File: config.mk
export PLATFORM = sky130hd
export DESIGN_NAME = dispatch_queue
export DESIGN_NICKNAME = d
export VERILOG_FILES = /design/src/design/rename_pkg.sv /design/src/design/dispatch_queue.sv
export SDC_FILE = /design/constraint.sdc
export NUM_CORES = 1
export LEC_CHECK = 0
export ABC_CLOCK_PERIOD_IN_PS = 7500
export BUFFER_PORTS_ARGS = -buffer_cell sky130_fd_sc_hd__buf_2
export CAP_MARGIN = 20
export CORE_MARGIN = 2
export CORE_UTILIZATION = 25
export CTS_CLUSTER_DIAMETER = 30
export DETAILED_ROUTE_END_ITERATION = 10
export PLACE_DENSITY_LB_ADDON = 0.08
export SYNTH_ARGS = -nofsm -noshare
export SYNTH_HDL_FRONTEND = slang
export SYNTH_SLANG_ARGS = --single-unit
File: constraint.sdc
create_clock -name clk -period 7.5 [get_ports clk]
set_clock_uncertainty 0.05 [all_clocks]
set_input_delay 0.75 -clock clk [delete_from_list [all_inputs] [get_ports clk]]
set_output_delay 0.75 -clock clk [all_outputs]
set_load 0.03 [all_outputs]
File: src/design/rename_pkg.sv
package rename_pkg;

    typedef logic [31:0] data_t;
    typedef logic [4:0]  reg_name_t;
    typedef logic [31:0] imm_t;
    typedef logic [31:0] inst_t;

    typedef enum logic [2:0] {
        op_nop,
        op_add,
        op_sub,
        op_xor,
        op_addi,
        op_sw
    } op_e;

    localparam int TAG_W = 3;

    localparam logic [6:0] OPC_OP    = 7'b0110011;
    localparam logic [6:0] OPC_OPIMM = 7'b0010011;
    localparam logic [6:0] OPC_STORE = 7'b0100011;

    // only the ALU ops with a real destination update the register file
    function automatic logic writes_rd(op_e op, reg_name_t rd);
        return (op inside {op_add, op_sub, op_xor, op_addi}) && (rd != 5'd0);
    endfunction

endpackage
File: src/design/dispatch_queue.sv
module dispatch_queue
    import rename_pkg::*;
#(
    parameter  int DQ_DEPTH  = 4,
    parameter  int ROB_DEPTH = 1 << TAG_W,
    localparam int TW        = $clog2(ROB_DEPTH),
    localparam int PW        = $clog2(DQ_DEPTH)
) (
    input  logic          clk,
    input  logic          rst,
    input  logic          ren_valid,
    output logic          ren_ready,
    input  op_e           ren_op,
    input  logic [TW-1:0] ren_tag,
    input  reg_name_t     ren_rd,
    input  imm_t          ren_imm,
    input  logic          ren_src1_pend,
    input  logic [TW-1:0] ren_src1_tag,
    input  data_t         ren_src1_data,
    input  logic          ren_src2_pend,
    input  logic [TW-1:0] ren_src2_tag,
    input  data_t         ren_src2_data,
    output logic          dq_valid,
    input  logic          dq_ready,
    output op_e           dq_op,
    output logic [TW-1:0] dq_tag,
    output reg_name_t     dq_rd,
    output imm_t          dq_imm,
    output logic          dq_src1_pend,
    output logic [TW-1:0] dq_src1_tag,
    output data_t         dq_src1_data,
    output logic          dq_src2_pend,
    output logic [TW-1:0] dq_src2_tag,
    output data_t         dq_src2_data,
    input  logic          cm_fire,
    input  logic [TW-1:0] cm_tag,
    input  data_t         cm_data
);

    typedef logic [TW-1:0] tag_t;
    typedef logic [PW-1:0] ptr_t;

    op_e       q_op      [DQ_DEPTH];
    tag_t      q_tag     [DQ_DEPTH];
    reg_name_t q_rd      [DQ_DEPTH];
    imm_t      q_imm     [DQ_DEPTH];
    logic      q_s1_pend [DQ_DEPTH];
    tag_t      q_s1_tag  [DQ_DEPTH];
    data_t     q_s1_data [DQ_DEPTH];
    logic      q_s2_pend [DQ_DEPTH];
    tag_t      q_s2_tag  [DQ_DEPTH];
    data_t     q_s2_data [DQ_DEPTH];
    ptr_t      wr_ptr;
    ptr_t      rd_ptr;
    logic [PW:0] count;
    logic      push;
    logic      pop;

    function automatic logic cm_hit(logic p, tag_t t);
        return p && cm_fire && (cm_tag == t);
    endfunction

    assign ren_ready = count != (PW+1)'(DQ_DEPTH);
    assign dq_valid  = count != '0;
    assign push      = ren_valid && ren_ready;
    assign pop       = dq_valid && dq_ready;

    assign dq_op        = q_op[rd_ptr];
    assign dq_tag       = q_tag[rd_ptr];
    assign dq_rd        = q_rd[rd_ptr];
    assign dq_imm       = q_imm[rd_ptr];
    assign dq_src1_pend = q_s1_pend[rd_ptr];
    assign dq_src1_tag  = q_s1_tag[rd_ptr];
    assign dq_src1_data = q_s1_data[rd_ptr];
    assign dq_src2_pend = q_s2_pend[rd_ptr];
    assign dq_src2_tag  = q_s2_tag[rd_ptr];
    assign dq_src2_data = q_s2_data[rd_ptr];

    always_ff @(posedge clk) begin
        if (rst) begin
            wr_ptr <= '0;
            rd_ptr <= '0;
            count  <= '0;
        end else begin
            if (push) begin
                wr_ptr <= wr_ptr + 1'b1;
            end
            if (pop) begin
                rd_ptr <= rd_ptr + 1'b1;
            end
            count <= count + (PW+1)'(push) - (PW+1)'(pop);
        end
    end

    // held entries capture commits so a tag never outlives its producer's slot
    always_ff @(posedge clk) begin
        for (int i = 0; i < DQ_DEPTH; i++) begin
            if (cm_hit(q_s1_pend[i], q_s1_tag[i])) begin
                q_s1_pend[i] <= 1'b0;
                q_s1_data[i] <= cm_data;
            end
            if (cm_hit(q_s2_pend[i], q_s2_tag[i])) begin
                q_s2_pend[i] <= 1'b0;
                q_s2_data[i] <= cm_data;
            end
        end
        if (push) begin
            q_op[wr_ptr]      <= ren_op;
            q_tag[wr_ptr]     <= ren_tag;
            q_rd[wr_ptr]      <= ren_rd;
            q_imm[wr_ptr]     <= ren_imm;
            q_s1_tag[wr_ptr]  <= ren_src1_tag;
            q_s2_tag[wr_ptr]  <= ren_src2_tag;
            q_s1_pend[wr_ptr] <= ren_src1_pend && !cm_hit(ren_src1_pend, ren_src1_tag);
            q_s2_pend[wr_ptr] <= ren_src2_pend && !cm_hit(ren_src2_pend, ren_src2_tag);
            q_s1_data[wr_ptr] <= cm_hit(ren_src1_pend, ren_src1_tag) ? cm_data : ren_src1_data;
            q_s2_data[wr_ptr] <= cm_hit(ren_src2_pend, ren_src2_tag) ? cm_data : ren_src2_data;
        end
    end

endmodule

# Word-level counts from Yosys, hierarchy flattened
# Memories as Yosys holds them, arrays and structs flattened. A register that Yosys moved wholly into a read port is not among the register bits.
# Index checks and enable logic that the tools add are counted.
classes:
  eq_ne: 11
  mux: 40
  add_sub_neg: 4
  reduce_logical: 27
op_table:
  columns: ["cell", "n"]
  rows:
  - ["$mux W32", 2]
  - ["$mux W2", 20]
  - ["$eq A3 B3 Y1", 10]
  - ["$logic_and A1 B1 Y1", 24]
  - ["$mux W1", 18]
  - ["$add A2 B1 Y2 const B", 2]
  - ["$add A3 B1 Y3", 1]
  - ["$ne A3 B3 Y1 const B", 1]
  - ["$reduce_bool A3 Y1", 1]
  - ["$sub A3 B1 Y3", 1]
  - ["$logic_not A1 Y1", 2]
word_totals:
  n_memories: 10
  ramBits: 460
  regBits: 7
  out_inout_bits: 117
  input_bits: 155
  elab_cells: 95
mem_list:
  columns: ["name", "words", "width", "rd", "rd_clocked_by_memory_dff", "write_ports", "line_no", "source"]
  rows:
  - ["q_imm", 4, 32, 1, 1, 1, "dispatch_queue.sv:46", "imm_t q_imm [DQ_DEPTH];"]
  - ["q_s1_data", 4, 32, 1, 1, 5, "dispatch_queue.sv:49", "data_t q_s1_data [DQ_DEPTH];"]
  - ["q_s2_data", 4, 32, 1, 1, 5, "dispatch_queue.sv:52", "data_t q_s2_data [DQ_DEPTH];"]
  - ["q_rd", 4, 5, 1, 1, 1, "dispatch_queue.sv:45", "reg_name_t q_rd [DQ_DEPTH];"]
  - ["q_op", 4, 3, 1, 1, 1, "dispatch_queue.sv:43", "op_e q_op [DQ_DEPTH];"]
  - ["q_s1_tag", 4, 3, 5, 1, 1, "dispatch_queue.sv:48", "tag_t q_s1_tag [DQ_DEPTH];"]
  - ["+4 memories", null, null, null, null, null, null, null]

# Depth between registers and ports, before layout
logic_depth:
  word_depth: 4
  ltp_mapped: 14
  ltp_nobuf: 11

# Worst setup path before layout
# Ideal clock, no wire load.
synth_timing:
  kind: "input to register"
  from: "in cm_fire"
  to: "mem q_s1_data[0][0] (netlist bit) (enable)"
  t_arrival_ps: 3858
  setup_slack_ps: 3119
  setup_time_ps: 473
  stages: 4
  n_path_buf: 2
  t_required_ps: 6977
  path_cell_list: "clkbuf_1 -> clkbuf_1 -> nand3_1 -> o31ai_1"
synth_lines:
  columns: ["element", "line_no", "source"]
  rows:
  - ["from (decl)", "dispatch_queue.sv:35", "input logic cm_fire,"]
  - ["to (decl)", "dispatch_queue.sv:49", null]

==> metrics.txt <==
minimum clock period=slightly above 4 ns; post-synth top area cell=edfxtp_1; CP Launch Type=flip-flop; initial antenna violation count=26; post-CTS resize count=0; Die X=307 µm; layout cells sized above 1=32.8%; most frequent cells after synthesis=edfxtp_1 (460), nand3_1 (266), o211ai_1 (256); worst min-delay path class=in -> reg; Final GP Congestion=0.741; worst hold start=ren_imm[7]; final worst-path setup slack=around 3.5 ns; Yosys warning count=0; DR WL/cell=27.7 µm; worst skew pair latency=0.71 ns; synthesized flop and latch total=469; Mapped Area=22900 µm²; nature of the critical path endpoint=output port; # hold bufs at CTS=0; CTS buffer count=138; hold path endpoint=q_imm[1][7]; Worst-path clk slew=0.04 ns; Routed Antenna Nets=0; root buffer cell=clkbuf_16; gr ovfl total=0; required time of the critical path=approximately 6.7 ns; Synth cell types=33; Worst Path Max Fanout=approximately 50; post-synth top area share=between 60% and 70%; status=finished, final reports clean; Slew headroom=21.2%; Post-CTS Setup Inserts=0; die area=94200 µm²; ys flop type=edfxtp_1; Maximum Capacitance Violations=0; first-pass GRT wire length=about 130 mm; Max Slew Vio Count=0; CTS tree=built; r2r startpoint=count[1]; vias in the first global route=17.4k; H-tree levels=4; pre-CTS setup slack=3.33 ns; Port-buffer cells=271; Initial Util=roughly a quarter; Post-Route Setup TNS=0 ns; Vias=17.2k; DRC viols=0; die height=slightly above 300 µm; Final setup viols=0; Synth Instances=1638; Power Density=about 410 nW/µm²; Data arrival, critical path=3.23 ns; Reg-to-Reg End=q_s1_data[2][14]; synth top area cells=edfxtp_1 (60%), mux4_2 (11%), o211ai_1 (8.4%), nand3_1 (5.8%), o21ai_0 (2.8%); Async S/R FF share, synth=0%; largest net degree at the start of global routing=103; Core Area=about 90000 µm²; Worst Setup Path Type=reg -> out; post-synthesis sequential area ratio=about three fifths; most common cell in the netlist=edfxtp_1; Fmax=248 MHz; clock sink count=469; Starting DRT DRC Count=1516; P_leak=9.93 nW; gr usage total=18.7%; fillers=9006; crit share post-route=around 54%; router iterations before antenna repair=5; net count after synthesis=between 1.5k and 2k; Tightest Pin Transition=1.18 ns; Worst Hold Depth=1; Clock Path Buffers=3; area grow syn2layout=31.3%; final net count=2073; Vias/cell=5.34; r2r setup slk=3.80 ns; Post-DP HPWL=50.6 mm; IO Pins=between 200 and 300; Cell Rows=approximately 110; Avg Inst Size Synth=approximately 14 µm²; WL final=around 90 mm; Final Hold Viols=0; R2R depth=7; RSZ-0062 raised after global routing=false; Worst VDD drop=roughly 210 µV; EDFF count, synth=between 400 and 500
worst max path at each step:
| stage | end | slack [ns] | cells past startpoint |
|---|---|---|---|
| after floorplan | q_s1_data[0][0] | 3.12 | 4 |
| after global placement | q_s2_data[3][15] | 3.41 | 6 |
| after detailed placement | q_s2_data[1][11] | 3.33 | 6 |
| after CTS | dq_src2_tag[2] | 3.28 | 3 |
| after global routing | dq_op[0] | 3.27 | 3 |
| final | dq_src2_tag[2] | 3.47 | 3 |
routing by layer:
| metal | vias up | global-route usage (%) | wire length, µm |
|---|---|---|---|
| li1 | 7383 | - | - |
| met1 | 8736 | 24.2 | 37300 |
| met2 | 785 | 30.1 | 42500 |
| met3 | 233 | 4.51 | 6200 |
| met4 | 14 | 7.26 | 2740 |
| met5 | - | 0 | 92 |
state kept, by name (all words and copies together) (netlist names), named ones only:
signal,flops
q_s1_tag,12
q_s1_pend,4
q_op,12
q_imm,128
wr_ptr,2
q_s2_pend,4
q_tag,12
count,3
q_s2_tag,12
rd_ptr,2
q_rd,20
q_s1_data,128
q_s2_data,128
per-stage QoR:
step                hold WS, ns  util (%)  power (W)  cells  area, µm²
CTS                       0.147      33.0     0.0127   3205      30100
global placement          0.456      27.8    0.00676   2954      25400
finish                    0.206      33.0     0.0125   3210      30100
global route              0.177      33.0     0.0130   3209      30100
detailed placement        0.467      27.9    0.00677   2956      25400
floorplan                 0.434         -    0.00559   1638      22900
critical path: stages, from the launching register on:
cell and delay [ns]:
dfxtp_4 0.99, buf_4 0.71, mux4_2 0.58, buf_2 0.21
area by class of cell:
| class | count | area, µm² | share of cell area (%) |
|---|---|---|---|
| tap | 1186 | 1480 | 4.93 |
| inverter | 10 | 50.0 | 0.166 |
| clock inverter | 91 | 1100 | 3.65 |
| clock buffer | 158 | 3570 | 11.9 |
| antenna | 4 | 10.0 | 0.0332 |
| timing repair buffer | 310 | 1680 | 5.58 |
| multi-input combinational | 982 | 8220 | 27.3 |
| sequential | 469 | 14000 | 46.5 |
cell families after synthesis:
logic type / after synthesis / synth area share [%]
fa+ha+maj: 7 / 0.415
xor+xnor: 33 / 1.46
compound gates: 398 / 11.6
flops: 469 / 61.0
mux: 115 / 11.3
simple gates: 429 / 10.2
buf+inv: 187 / 4.06
layout by cell type, fill, tap and decap left out, types with 6 or more instances in the layout:
master	instances
edfxtp_1	460
buf_2	271
nand3_1	266
o211ai_1	256
clkbuf_16	140
o21ai_0	130
mux4_2	115
and3_1	64
nand4_1	64
buf_4	36
clkinv_2	31
clkinv_1	25
bufinv_16	21
xor2_1	18
clkbuf_1	18
xnor2_1	9
o31ai_4	8
nor3b_1	8
nand2_1	7
dfxtp_1	7
xnor2_4	6
ha_1	6
power breakdown:
part / leakage, nW / switching (W) / total (W) / internal, W
combinational: 3.33 / 0.00217 / 0.00318 / 0.00100
sequential: 4.31 / 0.000155 / 0.00346 / 0.00330
clock: 2.29 / 0.00174 / 0.00584 / 0.00410
total: 9.93 / 0.00407 / 0.0125 / 0.00841
(Power assumes the default switching activity.)
