File: src/design/rename_pkg.sv
package rename_pkg;

    typedef logic [31:0] data_t;
    typedef logic [4:0]  reg_name_t;
    typedef logic [31:0] imm_t;
    typedef logic [31:0] inst_t;

    typedef enum logic [2:0] {
        op_nop,
        op_add,
        op_sub,
        op_xor,
        op_addi,
        op_sw
    } op_e;

    localparam int TAG_W = 3;

    localparam logic [6:0] OPC_OP    = 7'b0110011;
    localparam logic [6:0] OPC_OPIMM = 7'b0010011;
    localparam logic [6:0] OPC_STORE = 7'b0100011;

    // only the ALU ops with a real destination update the register file
    function automatic logic writes_rd(op_e op, reg_name_t rd);
        return (op inside {op_add, op_sub, op_xor, op_addi}) && (rd != 5'd0);
    endfunction

endpackage
File: src/design/inst_decoder.sv
module inst_decoder
    import rename_pkg::*;
(
    input  logic      clk,
    input  logic      rst,
    input  logic      inst_valid,
    output logic      inst_ready,
    input  inst_t     inst,
    output logic      dec_valid,
    input  logic      dec_ready,
    output op_e       dec_op,
    output reg_name_t dec_rs1,
    output reg_name_t dec_rs2,
    output reg_name_t dec_rd,
    output imm_t      dec_imm
);

    logic [6:0] opcode;
    logic [2:0] funct3;
    logic [6:0] funct7;
    op_e        op;
    imm_t       imm;
    logic       inst_fire;

    assign opcode     = inst[6:0];
    assign funct3     = inst[14:12];
    assign funct7     = inst[31:25];
    assign inst_ready = !dec_valid || dec_ready;
    assign inst_fire  = inst_valid && inst_ready;

    always_comb begin
        op  = op_nop;
        imm = {{20{inst[31]}}, inst[31:20]};                     // I-type by default
        case (opcode)
            OPC_OP: begin
                if (funct3 == 3'b000 && funct7 == 7'b0000000) begin
                    op = op_add;
                end else if (funct3 == 3'b000 && funct7 == 7'b0100000) begin
                    op = op_sub;
                end else if (funct3 == 3'b100 && funct7 == 7'b0000000) begin
                    op = op_xor;
                end
            end
            OPC_OPIMM: begin
                if (funct3 == 3'b000) begin
                    op = op_addi;
                end
            end
            OPC_STORE: begin
                imm = {{20{inst[31]}}, inst[31:25], inst[11:7]};
                if (funct3 == 3'b010) begin
                    op = op_sw;
                end
            end
            default: op = op_nop;
        endcase
    end

    always_ff @(posedge clk) begin
        if (rst) begin
            dec_valid <= 1'b0;
        end else if (inst_fire) begin
            dec_valid <= 1'b1;
        end else if (dec_ready) begin
            dec_valid <= 1'b0;
        end
    end

    // unused register fields go to x0 so they never create a dependency
    always_ff @(posedge clk) begin
        if (inst_fire) begin
            dec_op  <= op;
            dec_rs1 <= (op == op_nop) ? 5'd0 : inst[19:15];
            dec_rs2 <= (op inside {op_add, op_sub, op_xor, op_sw}) ? inst[24:20] : 5'd0;
            dec_rd  <= (op inside {op_add, op_sub, op_xor, op_addi}) ? inst[11:7] : 5'd0;
            dec_imm <= imm;
        end
    end

endmodule

File: config.mk
export PLATFORM = sky130hd
export DESIGN_NAME = inst_decoder
export DESIGN_NICKNAME = d
export VERILOG_FILES = /design/src/design/rename_pkg.sv /design/src/design/inst_decoder.sv
export SDC_FILE = /design/constraint.sdc
export NUM_CORES = 1
export LEC_CHECK = 0
export BUFFER_PORTS_ARGS = -buffer_cell sky130_fd_sc_hd__buf_2
export CORE_MARGIN = 2
export CORE_UTILIZATION = 44
export CTS_CLUSTER_SIZE = 10
export DETAILED_ROUTE_END_ITERATION = 6
export PLACE_DENSITY = 0.8
export SLEW_MARGIN = 10
export SYNTH_ARGS = -nofsm -noshare
export SYNTH_HDL_FRONTEND = slang
export SYNTH_SLANG_ARGS = --single-unit
File: constraint.sdc
create_clock -name clk -period 1.86 [get_ports clk]
set_input_delay 0.093 -clock clk [delete_from_list [all_inputs] [get_ports clk]]
set_output_delay 0.093 -clock clk [all_outputs]
set_load 0.01 [all_outputs]
# [Word-level counts from Yosys, hierarchy flattened]
# Index checks and enable logic that the tools add are counted.
[classes] add_sub_neg=0 shift=0 order_cmp=0 n_mul=0 div=0 bitwise=0 reduce_logical=12 mux=9 n_eq_ne=11
[ops] cell="7-bit by 6-bit == test with 1-bit output (second input constant)" n=3
[ops] cell="3-bit by 2-bit == test with 1-bit output (second input constant)" n=3
[ops] cell="3-bit == test (second input constant)" n=3
[ops] cell="3-bit one-hot mux with 3 select lines" n=1
[ops] cell="4-bit nonzero test" n=2
[ops] cell="7-bit by 5-bit == test with 1-bit output (second input constant)" n=1
[ops] cell="7-bit zero test" n=1
[ops] cell="3-bit zero test" n=2
[ops] cell="2-bit 2-to-1 mux" n=3
[ops] cell="3-bit 2-to-1 mux" n=2
[ops] cell="5-bit 2-to-1 mux" n=1
[ops] cell="1-bit logical AND" n=4
[ops] cell="3-bit by 1-bit == test with 1-bit output (second input constant)" n=1
[ops] cell="1-bit 2-to-1 mux" n=2
[ops] cell="2-bit nonzero test" n=1
[ops] cell="1-bit zero test" n=1
[ops] cell="1-bit logical OR" n=1
[totals] reg_bits=31 word_cells=38 memories=0 ram_bits=0 in_bits=36 latch_bits=0 out_inout_bits=52 mem_bits_ro=0

# [Depth between registers and ports, before layout]
[logic_depth] word_depth=8 ltp_mapped=5

# [Least setup slack after synthesis]
# No wires, ideal clock.
[synth_timing] path_type="register to register" startpoint="register dec_valid" endpoint="register dec_imm[0] (enable)" period_less_slack_ns=1.652 arrival_time_ns=1.262 stages_incl_launch_ff=3 path_slack_ns=0.208 n_path_buf=0 path_cell_list="dfxtp_1 nand2b_1 and2_1"
[synth_via] elab_chain_len=3
[synth_rtl] element="start, declared" line_no="inst_decoder.sv:9" rtl="output logic dec_valid,"
[synth_rtl] element="start signal, assigned" line_no="inst_decoder.sv:61" rtl="dec_valid <= 1'b0;"
[synth_rtl] element="start signal, assigned" line_no="inst_decoder.sv:63" rtl="dec_valid <= 1'b1;"
[synth_rtl] element="start signal, assigned" line_no="inst_decoder.sv:65" rtl="dec_valid <= 1'b0;"
[synth_rtl] element="1-bit zero test" line_no="inst_decoder.sv:28" rtl="assign inst_ready = !dec_valid || dec_ready;"
[synth_rtl] element="1-bit logical OR" line_no="inst_decoder.sv:28"
[synth_rtl] element="via inst_ready" line_no="inst_decoder.sv:7" rtl="output logic inst_ready,"
[synth_rtl] element="1-bit logical AND" line_no="inst_decoder.sv:29" rtl="assign inst_fire = inst_valid && inst_ready;"
[synth_rtl] element="via inst_fire" line_no="inst_decoder.sv:23" rtl="logic inst_fire;"
[synth_rtl] element="end signal, assigned" line_no="inst_decoder.sv:76" rtl="dec_imm <= imm;"
[synth_rtl] element="end, declared" line_no="inst_decoder.sv:15" rtl="output imm_t dec_imm"
# The timed path passes the listed nets, and every way through them passes these cells.
# A chain may end at the register's enable or synchronous reset.

# [Worst setup path in the final report]
[layout_timing] startpoint="input port inst[30]" endpoint="register dec_rs1[0], data pin"
[layout_via] elab_chain_len=7 elab_cells_between_ends=10 classes_between="eq/ne: 1; mux: 4; reduce/logical: 5"
[layout_rtl] element="start, declared" line_no="inst_decoder.sv:8" rtl="input inst_t inst,"
[layout_rtl] element="7-bit zero test" line_no="inst_decoder.sv:36, inst_decoder.sv:40"
[layout_rtl] element="1-bit logical AND" line_no="inst_decoder.sv:40" rtl="end else if (funct3 == 3'b100 && funct7 == 7'b0000000) begin"
[layout_rtl] element="2-bit 2-to-1 mux" line_no="inst_decoder.sv:40"
[layout_rtl] element="2-bit 2-to-1 mux" line_no="inst_decoder.sv:38" rtl="end else if (funct3 == 3'b000 && funct7 == 7'b0100000) begin"
[layout_rtl] element="2-bit 2-to-1 mux *" line_no="inst_decoder.sv:36" rtl="if (funct3 == 3'b000 && funct7 == 7'b0000000) begin"
[layout_rtl] element="3-bit one-hot mux with 3 select lines *" line_no="inst_decoder.sv:34" rtl="case (opcode)"
[layout_rtl] element="3-bit zero test *" line_no="inst_decoder.sv:73" rtl="dec_rs1 <= (op == op_nop) ? 5'd0 : inst[19:15];"
[layout_rtl] element="end signal, assigned" line_no="inst_decoder.sv:73"
[layout_rtl] element="end, declared" line_no="inst_decoder.sv:12" rtl="output reg_name_t dec_rs1,"
# Mark *: on every way between the ends. The rest lies on a longest branch, timed or not.

==> summary.txt <==
Routing
  • 1st-iter DRT viols: 52
  • Final WL: 3260 µm
  • Routed wire length per instance: 13.2 µm
  • DRC: 0
  • Vias per std cell: 5.08
  • Via count: 1,250
  • Post-route ant nets: 0
  • DRT Pass-1 Iters: 4

Worst setup path
  • Crit-path slowest cell: dlygate4sd3_1
  • CP arrival: 1.73 ns
  • Worst Path Required: 2.02 ns
  • Worst Setup Path Type: in -> reg
  • CP Cell Sequence: dlygate4sd3_1 -> buf_2 -> a211oi_1 -> nand4_1 -> a21oi_1
  • WP buf/inv: 2
  • CP delay by family, top: buffers and inverters
  • R2R depth: 3
  • CP peak stage delay: 0.54 ns
  • Critical path depth: 5
  • Crit-path max FO: 5
  • CP Launch Type: input pin
  • Worst setup EP type: register

Clocking
  • Clk_lat worst skew: 0.31 ns
  • CTS Buf Count: 5
  • CTS clk-pin slew, worst paths: 0.08 ns
  • Clock Path Buffers: 2
  • Post-CTS sizing: 0
  • Post-CTS Setup Inserts: 0
  • Max H-tree Level: 2
  • Clock sink total: 31
  • Root buf cell: clkbuf_4
  • CTS tree: yes

Global routing
  • Largest net degree at the start of global routing: 31
  • Total global routing overflow: 0
  • Initial antenna violation count: 0
  • First-pass GRT wire length: 5260 µm
  • GRT Total Usage: 17.3%
  • Vias in the first global route: 1,117

Finish
  • Number of fill cells: 278
  • Area delta synth->final: 30.5%
  • Commonest non-fill, non-tap cell in the layout: buf_2
  • Antenna cell count: 0
  • Layout cell share with drive strength beyond 1: 53.0%
  • Final net count: 235
  • Commonest cells after routing, fill and taps aside: buf_2, edfxtp_1, dlygate4sd3_1

Synth
  • Top-area cell type share of the netlist area: 57.5%
  • Yosys reg bits: 31
  • Post-synthesis sequential area ratio: 58.7%
  • Total number of yosys warnings: 0
  • Post-synth net total: 154
  • Unique masters post-synth: 32
  • Xor-xnor portion of the synthesized cell area: 0.559%
  • Largest family of logic cells by synthesized area: simple AND/OR/NAND/NOR gates
  • Leading area contributor after synthesis: edfxtp_1
  • Synthesized area per cell: 13.3 µm²
  • Synth Area in Compound Gates: 8.54%
  • Multiplexer area fraction after synthesis: 3.59%
  • Synth Area in Simple Gates: 17.1%
  • Adder-cell share of the synthesized area: 0%
  • Synthesized area: 0.00157 mm²
  • Top post-synthesis cells by area: edfxtp_1, buf_4, mux2_2, a211oi_1, and4_1
  • Synthesized instance count: 118

Floorplan
  • Core ar.: 0.00339 mm²
  • Die X: 63.7 µm
  • IO Count: 88
  • Initial core utilization: 46.3%
  • Row cnt: 21
  • DIE HEIGHT: 63.7 µm
  • Die area: 0.00406 mm²

Power
  • Worst VDD drop: 0.367 mV
  • Pwr/cell area: 679 mW/mm²
  • Total power: 1.39 mW
  • Leak: 0.836 nW

STA
  • Final Skew: 0.00269 ns
  • RSZ-0062 raised after global routing: false
  • Slew Limit Fails: 0
  • Slew Limit Headroom: 69.4%
  • Fin crit share: 84.7%
  • Worst slew pin tran: 0.455 ns
  • Setup TNS: 0 ns
  • Final hold violation count: 0
  • Max Freq: 634 MHz
  • Tmin final: 1.58 ns
  • # setup viols final: 0

Run
  • Max-cap violations: 0

Status
  • Status: finished clean

Min path
  • Tightest Hold Check Type: in -> reg
  • WHS Path Cells: 2

Placement
  • IO buf count: 87
  • Post-DP HPWL: 2420 µm
  • Gpl congestion: 0.762
## layer usage
| layer | GRT usage [%] | up-vias | share of wire (%) |
|---|---|---|---|
| li1 | - | 607 | - |
| met5 | 0 | - | 0 |
| met1 | 21.3 | 571 | 41 |
| met2 | 26.4 | 70 | 48 |
| met4 | 7.07 | 0 | 0.74 |
| met3 | 7.68 | 2 | 9.4 |
## path summary, 6_finish.rpt
kind / from / endpoint / slack [ns]
setup / recovery: inst[30] / dec_rs1[0]$_SDFFCE_PN0P_ / 0.28
hold / removal: inst[22] / dec_imm[2]$_DFFE_PP_ / 0.09
setup reg to reg: dec_valid$_SDFFE_PP0P_ / dec_rd[3]$_SDFFCE_PN0P_ / 0.64
hold reg to reg: dec_valid$_SDFFE_PP0P_ / dec_imm[6]$_DFFE_PP_ / 1.03
## flip-flops by register name, summed over array words and instances (netlist names)
register,count
dec_imm,12
dec_rd,5
dec_rs1,5
dec_rs2,5
dec_op,3
dec_valid,1
## what timing repair did
item                                    in CTS  in global routing
hold buffers                                 8                  1
endpoints found under the hold margin        7                  1
endpoints found under the setup margin       0                  0
## cell families after synthesis
family	count (synthesis)
XOR/XNOR	1
buffers and inverters	27
AO/OA/AOI/OAI	21
multiplexers	5
flip-flops	31
AND/OR/NAND/NOR	33
## stage by stage
stage | cell area [µm²] | hold WS [ns] | worst slack [ns] | cells | util (%)
2_1_floorplan | 1570 | 0.162 | 0.208 | 118 | -
3_3_place_gp | 1910 | 0.249 | 0.426 | 229 | 56.3
3_5_place_dp | 1910 | 0.251 | 0.389 | 229 | 56.3
4_1_cts | 2040 | 0.00566 | 0.320 | 245 | 60.1
5_1_grt | 2050 | 0.0749 | 0.197 | 246 | 60.4
6_report | 2050 | 0.0891 | 0.284 | 246 | 60.4
## synthesized netlist by cell type
library cell / instances
nand4bb_1: 1
nand4b_1: 1
dfxtp_1: 1
xnor2_1: 1
a31o_2: 1
mux2_2: 5
inv_1: 3
and3b_1: 1
and4bb_2: 1
and4_1: 5
nor4b_1: 1
and2_1: 1
nand2b_1: 1
clkbuf_1: 1
nand4_1: 1
nand2_1: 1
o2111ai_2: 1
edfxtp_1: 30
o21ai_1: 1
nor3_1: 4
nor2_1: 2
nand3_2: 1
buf_4: 20
a21oi_1: 7
a211oi_1: 6
nor3b_1: 1
nor3b_4: 1
o21ai_0: 5
or4b_1: 1
buf_2: 3
nor4_4: 2
nand3_1: 7
## cell type report
| class | instances | area [µm²] | area share [%] |
|---|---|---|---|
| multi-input combinational | 60 | 467 | 22.8 |
| clock buffer | 6 | 41.3 | 2.02 |
| tap | 46 | 57.6 | 2.81 |
| inverter | 3 | 11.3 | 0.550 |
| timing repair buffer | 98 | 541 | 26.4 |
| sequential | 31 | 921 | 45.0 |
| clock inverter | 2 | 7.51 | 0.367 |
## power by group
part | switching [mW] | internal, mW | leakage, nW
combinational | 0.125 | 0.101 | 0.506
clock | 0.206 | 0.140 | 0.0273
sequential | 0.0127 | 0.804 | 0.303
total | 0.344 | 1.04 | 0.836
Note: power is estimated with default switching activity, not from simulation.
