--- src/design/rename_pkg.sv ---
package rename_pkg;

    typedef logic [31:0] data_t;
    typedef logic [4:0]  reg_name_t;
    typedef logic [31:0] imm_t;
    typedef logic [31:0] inst_t;

    typedef enum logic [2:0] {
        op_nop,
        op_add,
        op_sub,
        op_xor,
        op_addi,
        op_sw
    } op_e;

    localparam int TAG_W = 3;

    localparam logic [6:0] OPC_OP    = 7'b0110011;
    localparam logic [6:0] OPC_OPIMM = 7'b0010011;
    localparam logic [6:0] OPC_STORE = 7'b0100011;

    // only the ALU ops with a real destination update the register file
    function automatic logic writes_rd(op_e op, reg_name_t rd);
        return (op inside {op_add, op_sub, op_xor, op_addi}) && (rd != 5'd0);
    endfunction

endpackage
--- src/design/rename_regfile.sv ---
module rename_regfile
    import rename_pkg::*;
#(
    parameter  int ROB_DEPTH = 1 << TAG_W,
    localparam int TW        = $clog2(ROB_DEPTH)
) (
    input  logic          clk,
    input  logic          rst,
    input  logic          dec_valid,
    output logic          dec_ready,
    input  op_e           dec_op,
    input  reg_name_t     dec_rs1,
    input  reg_name_t     dec_rs2,
    input  reg_name_t     dec_rd,
    input  imm_t          dec_imm,
    input  logic [TW-1:0] alloc_tag,
    input  logic          alloc_ready,
    output logic          alloc,
    output logic          ren_valid,
    input  logic          ren_ready,
    output op_e           ren_op,
    output logic [TW-1:0] ren_tag,
    output reg_name_t     ren_rd,
    output imm_t          ren_imm,
    output logic          ren_src1_pend,
    output logic [TW-1:0] ren_src1_tag,
    output data_t         ren_src1_data,
    output logic          ren_src2_pend,
    output logic [TW-1:0] ren_src2_tag,
    output data_t         ren_src2_data,
    input  logic          cm_fire,
    input  logic [TW-1:0] cm_tag,
    input  reg_name_t     cm_rd,
    input  logic          cm_wen,
    input  data_t         cm_data
);

    typedef logic [TW-1:0] tag_t;

    data_t vals [32];
    tag_t  tags [32];
    logic  pend [32];
    logic  dec_fire;
    logic  s1_pend;
    logic  s2_pend;
    data_t s1_data;
    data_t s2_data;

    function automatic logic cm_hit(logic p, tag_t t);
        return p && cm_fire && (cm_tag == t);
    endfunction

    assign dec_ready = (!ren_valid || ren_ready) && alloc_ready;
    assign dec_fire  = dec_valid && dec_ready;
    assign alloc     = dec_fire;

    // x0 is never written or tagged so it reads as a clean zero
    always_comb begin
        s1_pend = pend[dec_rs1];
        s1_data = vals[dec_rs1];
        if (cm_hit(s1_pend, tags[dec_rs1])) begin
            s1_pend = 1'b0;
            s1_data = cm_data;
        end
        s2_pend = pend[dec_rs2];
        s2_data = vals[dec_rs2];
        if (cm_hit(s2_pend, tags[dec_rs2])) begin
            s2_pend = 1'b0;
            s2_data = cm_data;
        end
    end

    always_ff @(posedge clk) begin
        if (rst) begin
            for (int i = 0; i < 32; i++) begin
                vals[i] <= '0;
                pend[i] <= 1'b0;
            end
        end else begin
            if (cm_fire && cm_wen) begin
                vals[cm_rd] <= cm_data;
                if (tags[cm_rd] == cm_tag) begin                // a younger rename keeps its pend
                    pend[cm_rd] <= 1'b0;
                end
            end
            if (dec_fire && writes_rd(dec_op, dec_rd)) begin
                tags[dec_rd] <= alloc_tag;
                pend[dec_rd] <= 1'b1;
            end
        end
    end

    always_ff @(posedge clk) begin
        if (rst) begin
            ren_valid <= 1'b0;
        end else if (dec_fire) begin
            ren_valid <= 1'b1;
        end else if (ren_ready) begin
            ren_valid <= 1'b0;
        end
    end

    always_ff @(posedge clk) begin
        if (dec_fire) begin
            ren_op        <= dec_op;
            ren_tag       <= alloc_tag;
            ren_rd        <= dec_rd;
            ren_imm       <= dec_imm;
            ren_src1_pend <= s1_pend;
            ren_src1_tag  <= tags[dec_rs1];
            ren_src1_data <= s1_data;
            ren_src2_pend <= s2_pend;
            ren_src2_tag  <= tags[dec_rs2];
            ren_src2_data <= s2_data;
        end else begin
            if (cm_hit(ren_src1_pend, ren_src1_tag)) begin  // stalled entry still sees commits
                ren_src1_pend <= 1'b0;
                ren_src1_data <= cm_data;
            end
            if (cm_hit(ren_src2_pend, ren_src2_tag)) begin
                ren_src2_pend <= 1'b0;
                ren_src2_data <= cm_data;
            end
        end
    end

endmodule

--- config.mk ---
export PLATFORM = sky130hd
export DESIGN_NAME = rename_regfile
export DESIGN_NICKNAME = d
export VERILOG_FILES = /design/src/design/rename_pkg.sv /design/src/design/rename_regfile.sv
export SDC_FILE = /design/constraint.sdc
export NUM_CORES = 2
export LEC_CHECK = 0
export BUFFER_PORTS_ARGS = -buffer_cell sky130_fd_sc_hd__buf_2
export CAP_MARGIN = 10
export CORE_UTILIZATION = 63
export CTS_BUF_LIST = sky130_fd_sc_hd__clkbuf_4 sky130_fd_sc_hd__clkbuf_8 sky130_fd_sc_hd__clkbuf_16
export DETAILED_ROUTE_END_ITERATION = 7
export HOLD_SLACK_MARGIN = 0.12
export PLACE_DENSITY = 0.8
export SLEW_MARGIN = 20
export SYNTH_ARGS = -nofsm -noshare
export SYNTH_HDL_FRONTEND = slang
export SYNTH_SLANG_ARGS = --single-unit
--- constraint.sdc ---
create_clock -name clk -period 6.2 [get_ports clk]
set_clock_uncertainty 0.1 [all_clocks]
set_input_delay 0.93 -clock clk [delete_from_list [all_inputs] [get_ports clk]]
set_output_delay 0.93 -clock clk [all_outputs]
set_load 0.05 [all_outputs]
# [Word-level counts from Yosys, hierarchy flattened]
# Memories as Yosys holds them, arrays and structs flattened.
# Cells that the tools add are included.
[totals] latchBits=0 input_bits=100 wordCells=81 ram_bits=1152 mem_bits_ro=0 reg_bits=116 mem_count=3
[classes] shift=0 eq_ne=9 n_reduce_logical=23 mul=0 bitwise_logic=0 mux=35 order_cmp=0 add_sub_neg=0 n_div=0
[mem_list] memory="vals" words=32 width=32 rd=2 rd_clocked_by_memory_dff=0 wr=32 line_no="rename_regfile.sv:40" source="data_t vals [32];"
[mem_list] memory="tags" words=32 width=3 rd=3 rd_clocked_by_memory_dff=0 wr=1 line_no="rename_regfile.sv:41" source="tag_t tags [32];"
[mem_list] memory="pend" words=32 width=1 rd=2 rd_clocked_by_memory_dff=0 wr=32 line_no="rename_regfile.sv:42" source="logic pend [32];"
[ops] cell="$mux W32" n=7
[ops] cell="$reduce_or A32 Y1" n=1
[ops] cell="$mux W1" n=25
[ops] cell="$eq A3 B3 Y1" n=5
[ops] cell="$mux W5" n=3
[ops] cell="$logic_and A1 B1 Y1" n=13
[ops] cell="$eq A3 B2 Y1 const B" n=2
[ops] cell="$reduce_bool A2 Y1" n=3
[ops] cell="$reduce_bool A5 Y1" n=1
[ops] cell="$reduce_bool A4 Y1" n=1
[ops] cell="$eq A3 B1 Y1 const B" n=1
[ops] cell="$eq A3 B3 Y1 const B" n=1
[ops] cell="$reduce_or A1 Y1" n=2
[ops] cell="$logic_not A1 Y1" n=1
[ops] cell="$logic_or A1 B1 Y1" n=1

# [Longest topological paths before layout]
[depth] ltp_word=10 mapped_depth=12 depth_no_buf=10

# [Worst setup path after synthesis]
# No wires, ideal clock.
[synth_path] path_kind="in2reg" startpoint="in cm_rd[0]" endpoint="mem vals[31][0] (netlist name) (enable)" path_slack_ns=0.971 arrival_ns=4.663 setup_ns=0.466 path_stages=5 cell_sequence="clkbuf_1 clkbuf_1 nand3_1 clkbuf_1 o21ai_0"
[synth_rtl] item="start: declaration" line_no="rename_regfile.sv:33" source="input reg_name_t cm_rd,"
[synth_rtl] item="end: declaration" line_no="rename_regfile.sv:40"

# [Worst setup path after layout]
[layout_path] startpoint="in dec_rs2[1]" endpoint="reg ren_src2_data[0] (data pin)"
[layout_between] elab_chain_cells=5 word_cells_on_any_way=8
[layout_rtl] item="start: declaration" line_no="rename_regfile.sv:13" source="input reg_name_t dec_rs2,"
[layout_rtl] item="$mem_v2 Z32 W3 / $mem_v2 Z32 W1 (equally long branches)"
[layout_rtl] item="$eq A3 B3 Y1 / $logic_and A1 B1 Y1 (equally long branches)" line_no="rename_regfile.sv:50" source="return p && cm_fire && (cm_tag == t);"
[layout_rtl] item="$logic_and A1 B1 Y1" line_no="rename_regfile.sv:50"
[layout_rtl] item="$mux W32 (*)" line_no="rename_regfile.sv:67" source="if (cm_hit(s2_pend, tags[dec_rs2])) begin"
[layout_rtl] item="$mux W32 (*)" line_no="rename_regfile.sv:104" source="if (dec_fire) begin"
[layout_rtl] item="end signal: assignment" line_no="rename_regfile.sv:114" source="ren_src2_data <= s2_data;"
[layout_rtl] item="end signal: assignment" line_no="rename_regfile.sv:122" source="ren_src2_data <= cm_data;"
[layout_rtl] item="end: declaration" line_no="rename_regfile.sv:30" source="output data_t ren_src2_data,"
# Every way passes the cells marked *; elsewhere a longest branch is shown, timed or not.
# A chain may end at the register's enable or synchronous reset.

==> results.py <==
metrics = {
    "drt": {
        "drt_iter0_drc": 6340,
        "routed_wl_mm": 194,
        "drt.antenna.violating_nets": 0,
        "num_vias": 39537,
        "drc": 0,
        "avgViaCountPerCell": 7.25,
        "drt-wirelength-per-cell_um": 35.5,
        "drtPass1Iterations": 6,
    },
    "sta": {
        "fin_crit_sh_pct": 69.2,
        "worst_slew_pin_slew_ns": 1.16,
        "fin_setup_tns_ns": 0,
        "fmax_ghz": 0.233,
        "final_max_slew_viol_count": 0,
        "hold_viol": 0,
        "slew_headroom_pct": 22.1,
        "fin_ws_ns": 1.91,
        "rsz0062_at_grt": "no",
        "period_minus_slack_ns": 4.29,
        "setup_violations": 0,
    },
    "worst_setup_path": {
        "critPathArrivalTime_ns": 4.69,
        "endpoint_kind": "register",
        "worstPathMaxFanout": 66,
        "worst_setup_path_start_kind": "primary input",
        "required_ns": 6.60,
        "crit_type": "in2reg",
        "r2r_cells": 7,
    },
    "cts": {
        "ctsHoldBuffers": 0,
        "clk_latency_ns": 0.76,
        "cts_setup_buffers": 0,
        "clk_pin_slew_worst_paths_ns": 0.06,
        "clkSinkCount": 1268,
        "h-tree-depth": 4,
        "numCtsBuffers": 133,
        "post_cts_resized": 0,
        "cts_buffer_depth": 3,
        "cts_tree": "done",
        "root_buffer": "clkbuf_16",
    },
    "floorplan": {
        "die_height_um": 325,
        "rows": 118,
        "fp.dieW_um": 325,
        "start_util_pct": 63.5,
        "ios": 218,
        "core_area_um2": 103000,
        "die-area_um2": 105000,
    },
    "power_and_ir_drop": {
        "power.density_nw_per_um2": 280,
        "p_sw_share_pct": 24.1,
        "peakVddDrop_mv": 0.271,
        "p_seq_share_pct": 49.0,
        "netSwitchingPower_mw": 4.93,
        "p_comb_share_pct": 11.4,
        "fin_total_pwr_mw": 20.5,
        "p_leak_nw": 24.9,
        "p_int_mw": 15.6,
        "power.share.clock_pct": 39.6,
    },
    "global_routing": {
        "grtUsageTotal_pct": 37.2,
        "grt_pass1_wl_mm": 278,
        "grt_max_degree": 100,
        "antenna_found_initial": 11,
        "overflow": 0,
        "first_global_vias": 39623,
    },
    "worst_hold_path": {
        "hold_class": "in2reg",
        "min_delay_path_depth": 1,
    },
    "cells_and_area": {
        "fillers": 6309,
        "nets": 4065,
        "area_growth_pct": 11.4,
        "fin_util_pct": 70.7,
        "multiInputGateArea_um2": 26900,
        "fin_cells": 5452,
        "final_layout_size_suffix_gt1_share_pct": 36.5,
        "regArea_um2": 37700,
    },
    "synthesis": {
        "synth.avg_cell_area_um2": 16.9,
        "yosysWarningCount": 0,
        "synthArstFlopShare_pct": 0,
        "synth_edf_count": 1235,
        "ys.flop_type": "edfxtp_1",
        "ys_ff_latch": 1268,
        "syn_inst": 3891,
        "syn_area_um2": 65600,
        "synth_cell_types": 41,
        "ys_seq_area_share_pct": 57.5,
    },
    "place": {
        "dpl_worst_slack_ns": 1.19,
        "dpl.cell_count": 5209,
        "dp_hpwl_mm": 114,
        "gp_congestion": 0.916,
        "portBuffers": 217,
    },
    "run_status": {
        "run_status": "finished, final reports clean",
    },
    "job": {
        "cap_violations": 0,
    },
}
[cell type report]
class	count	share of cell area (%)
well taps	1380	2.36
multi-input cells	2191	36.7
diodes	6	0.0205
repair buffers	337	3.08
clock inverters	68	0.890
flip-flops and latches	1268	51.6
inverters	34	0.178
clock buffers	168	5.10
[metrics by stage]
step | hold WS (ns) | area [µm²]
after global routing | 0.231 | 73100
after CTS | 0.217 | 73100
final | 0.247 | 73100
after global placement | 0.352 | 68700
after floorplan | 0.319 | 65700
after detailed placement | 0.358 | 68700
[registers in the layout (all words and copies together), names as in the netlist, 5 cells and up]
signal,count
pend,32
ren_rd,5
ren_src1_data,32
ren_imm,32
tags,96
vals,1024
ren_src2_data,32
[cells by family after synthesis]
kind of cell | Yosys count | synth area share (%)
AND/OR/NAND/NOR | 1173 | 10.8
buffers and inverters | 434 | 2.59
flip-flops | 1268 | 57.5
other | 1 | 0.00571
multiplexers | 881 | 27.8
AO/OA/AOI/OAI | 118 | 1.05
XOR/XNOR | 16 | 0.213
[worst max-delay path, cell delays in order]
cell     delay, ns
buf_8         0.47
mux4_2        0.61
mux4_2        0.52
mux2i_4       0.18
xnor2_1       0.21
o41a_2        0.71
buf_4         0.58
mux2_2        0.40
[worst paths after layout]
path | start | slack [ns] | endpoint
max reg2reg | tags[6][0] | 2.27 | ren_src2_data[0]
min reg2reg | pend[0] | 0.37 | pend[0]
max | dec_rs2[1] | 1.91 | ren_src2_data[0]
min | dec_imm[0] | 0.25 | ren_imm[0]
[per-layer routing]
layer	global-route usage (%)	up-vias	share of wire (%)
met5	0	-	0.018
met4	19.1	6	5.3
met3	10.5	637	13
met2	57.9	3270	48
met1	48.5	20207	33
li1	-	15417	-
[power groups by stage]
stage	logic, mW	clock network, mW	registers [mW]
after floorplan	1.44	0	10.3
final	2.34	8.11	10.0
after detailed placement	2.30	0	10.2
after global placement	2.28	0	10.2
after CTS	2.32	8.11	10.0
after global routing	2.42	8.42	10.1
[cells in the final DEF (no fill, tap or decap), drive strengths merged, types with 34 or more instances in the layout]
cell type	count
a21oi	34
and2	1029
buf	337
clkbuf	168
clkinv	46
edfxtp	1235
inv	40
mux2	130
mux4	734
nand2	46
nor2	47
[cell usage after synthesis (2+ instances only)]
library cell     n  area share, %
mux2i_1         16           0.24
mux2_4          20           0.46
xor2_1           9           0.12
nand4_1          6          0.057
a22o_1           2          0.027
and3b_1          2          0.027
nand2b_1         8          0.076
a31oi_1         31           0.30
nor3_1           4          0.030
nand2_1         46           0.26
edfxtp_1      1235             56
inv_1           34           0.19
mux2_1           9           0.15
nor2_1          47           0.27
mux4_2         734             25
a21oi_1         34           0.26
o31ai_1          2          0.023
clkbuf_1       324            1.9
nand3b_1         3          0.034
buf_6            5          0.086
buf_1           45           0.26
xnor2_1          7          0.093
o21ai_0         32           0.24
a22oi_1         15           0.17
and4_1           4          0.053
nand3_1         10          0.076
mux2_2         101            1.7
dfxtp_1         33            1.0
buf_2           25           0.19
and2_1        1029            9.8
and3_1           3          0.029
nor2b_1          7          0.067
(Power assumes the default switching activity.)
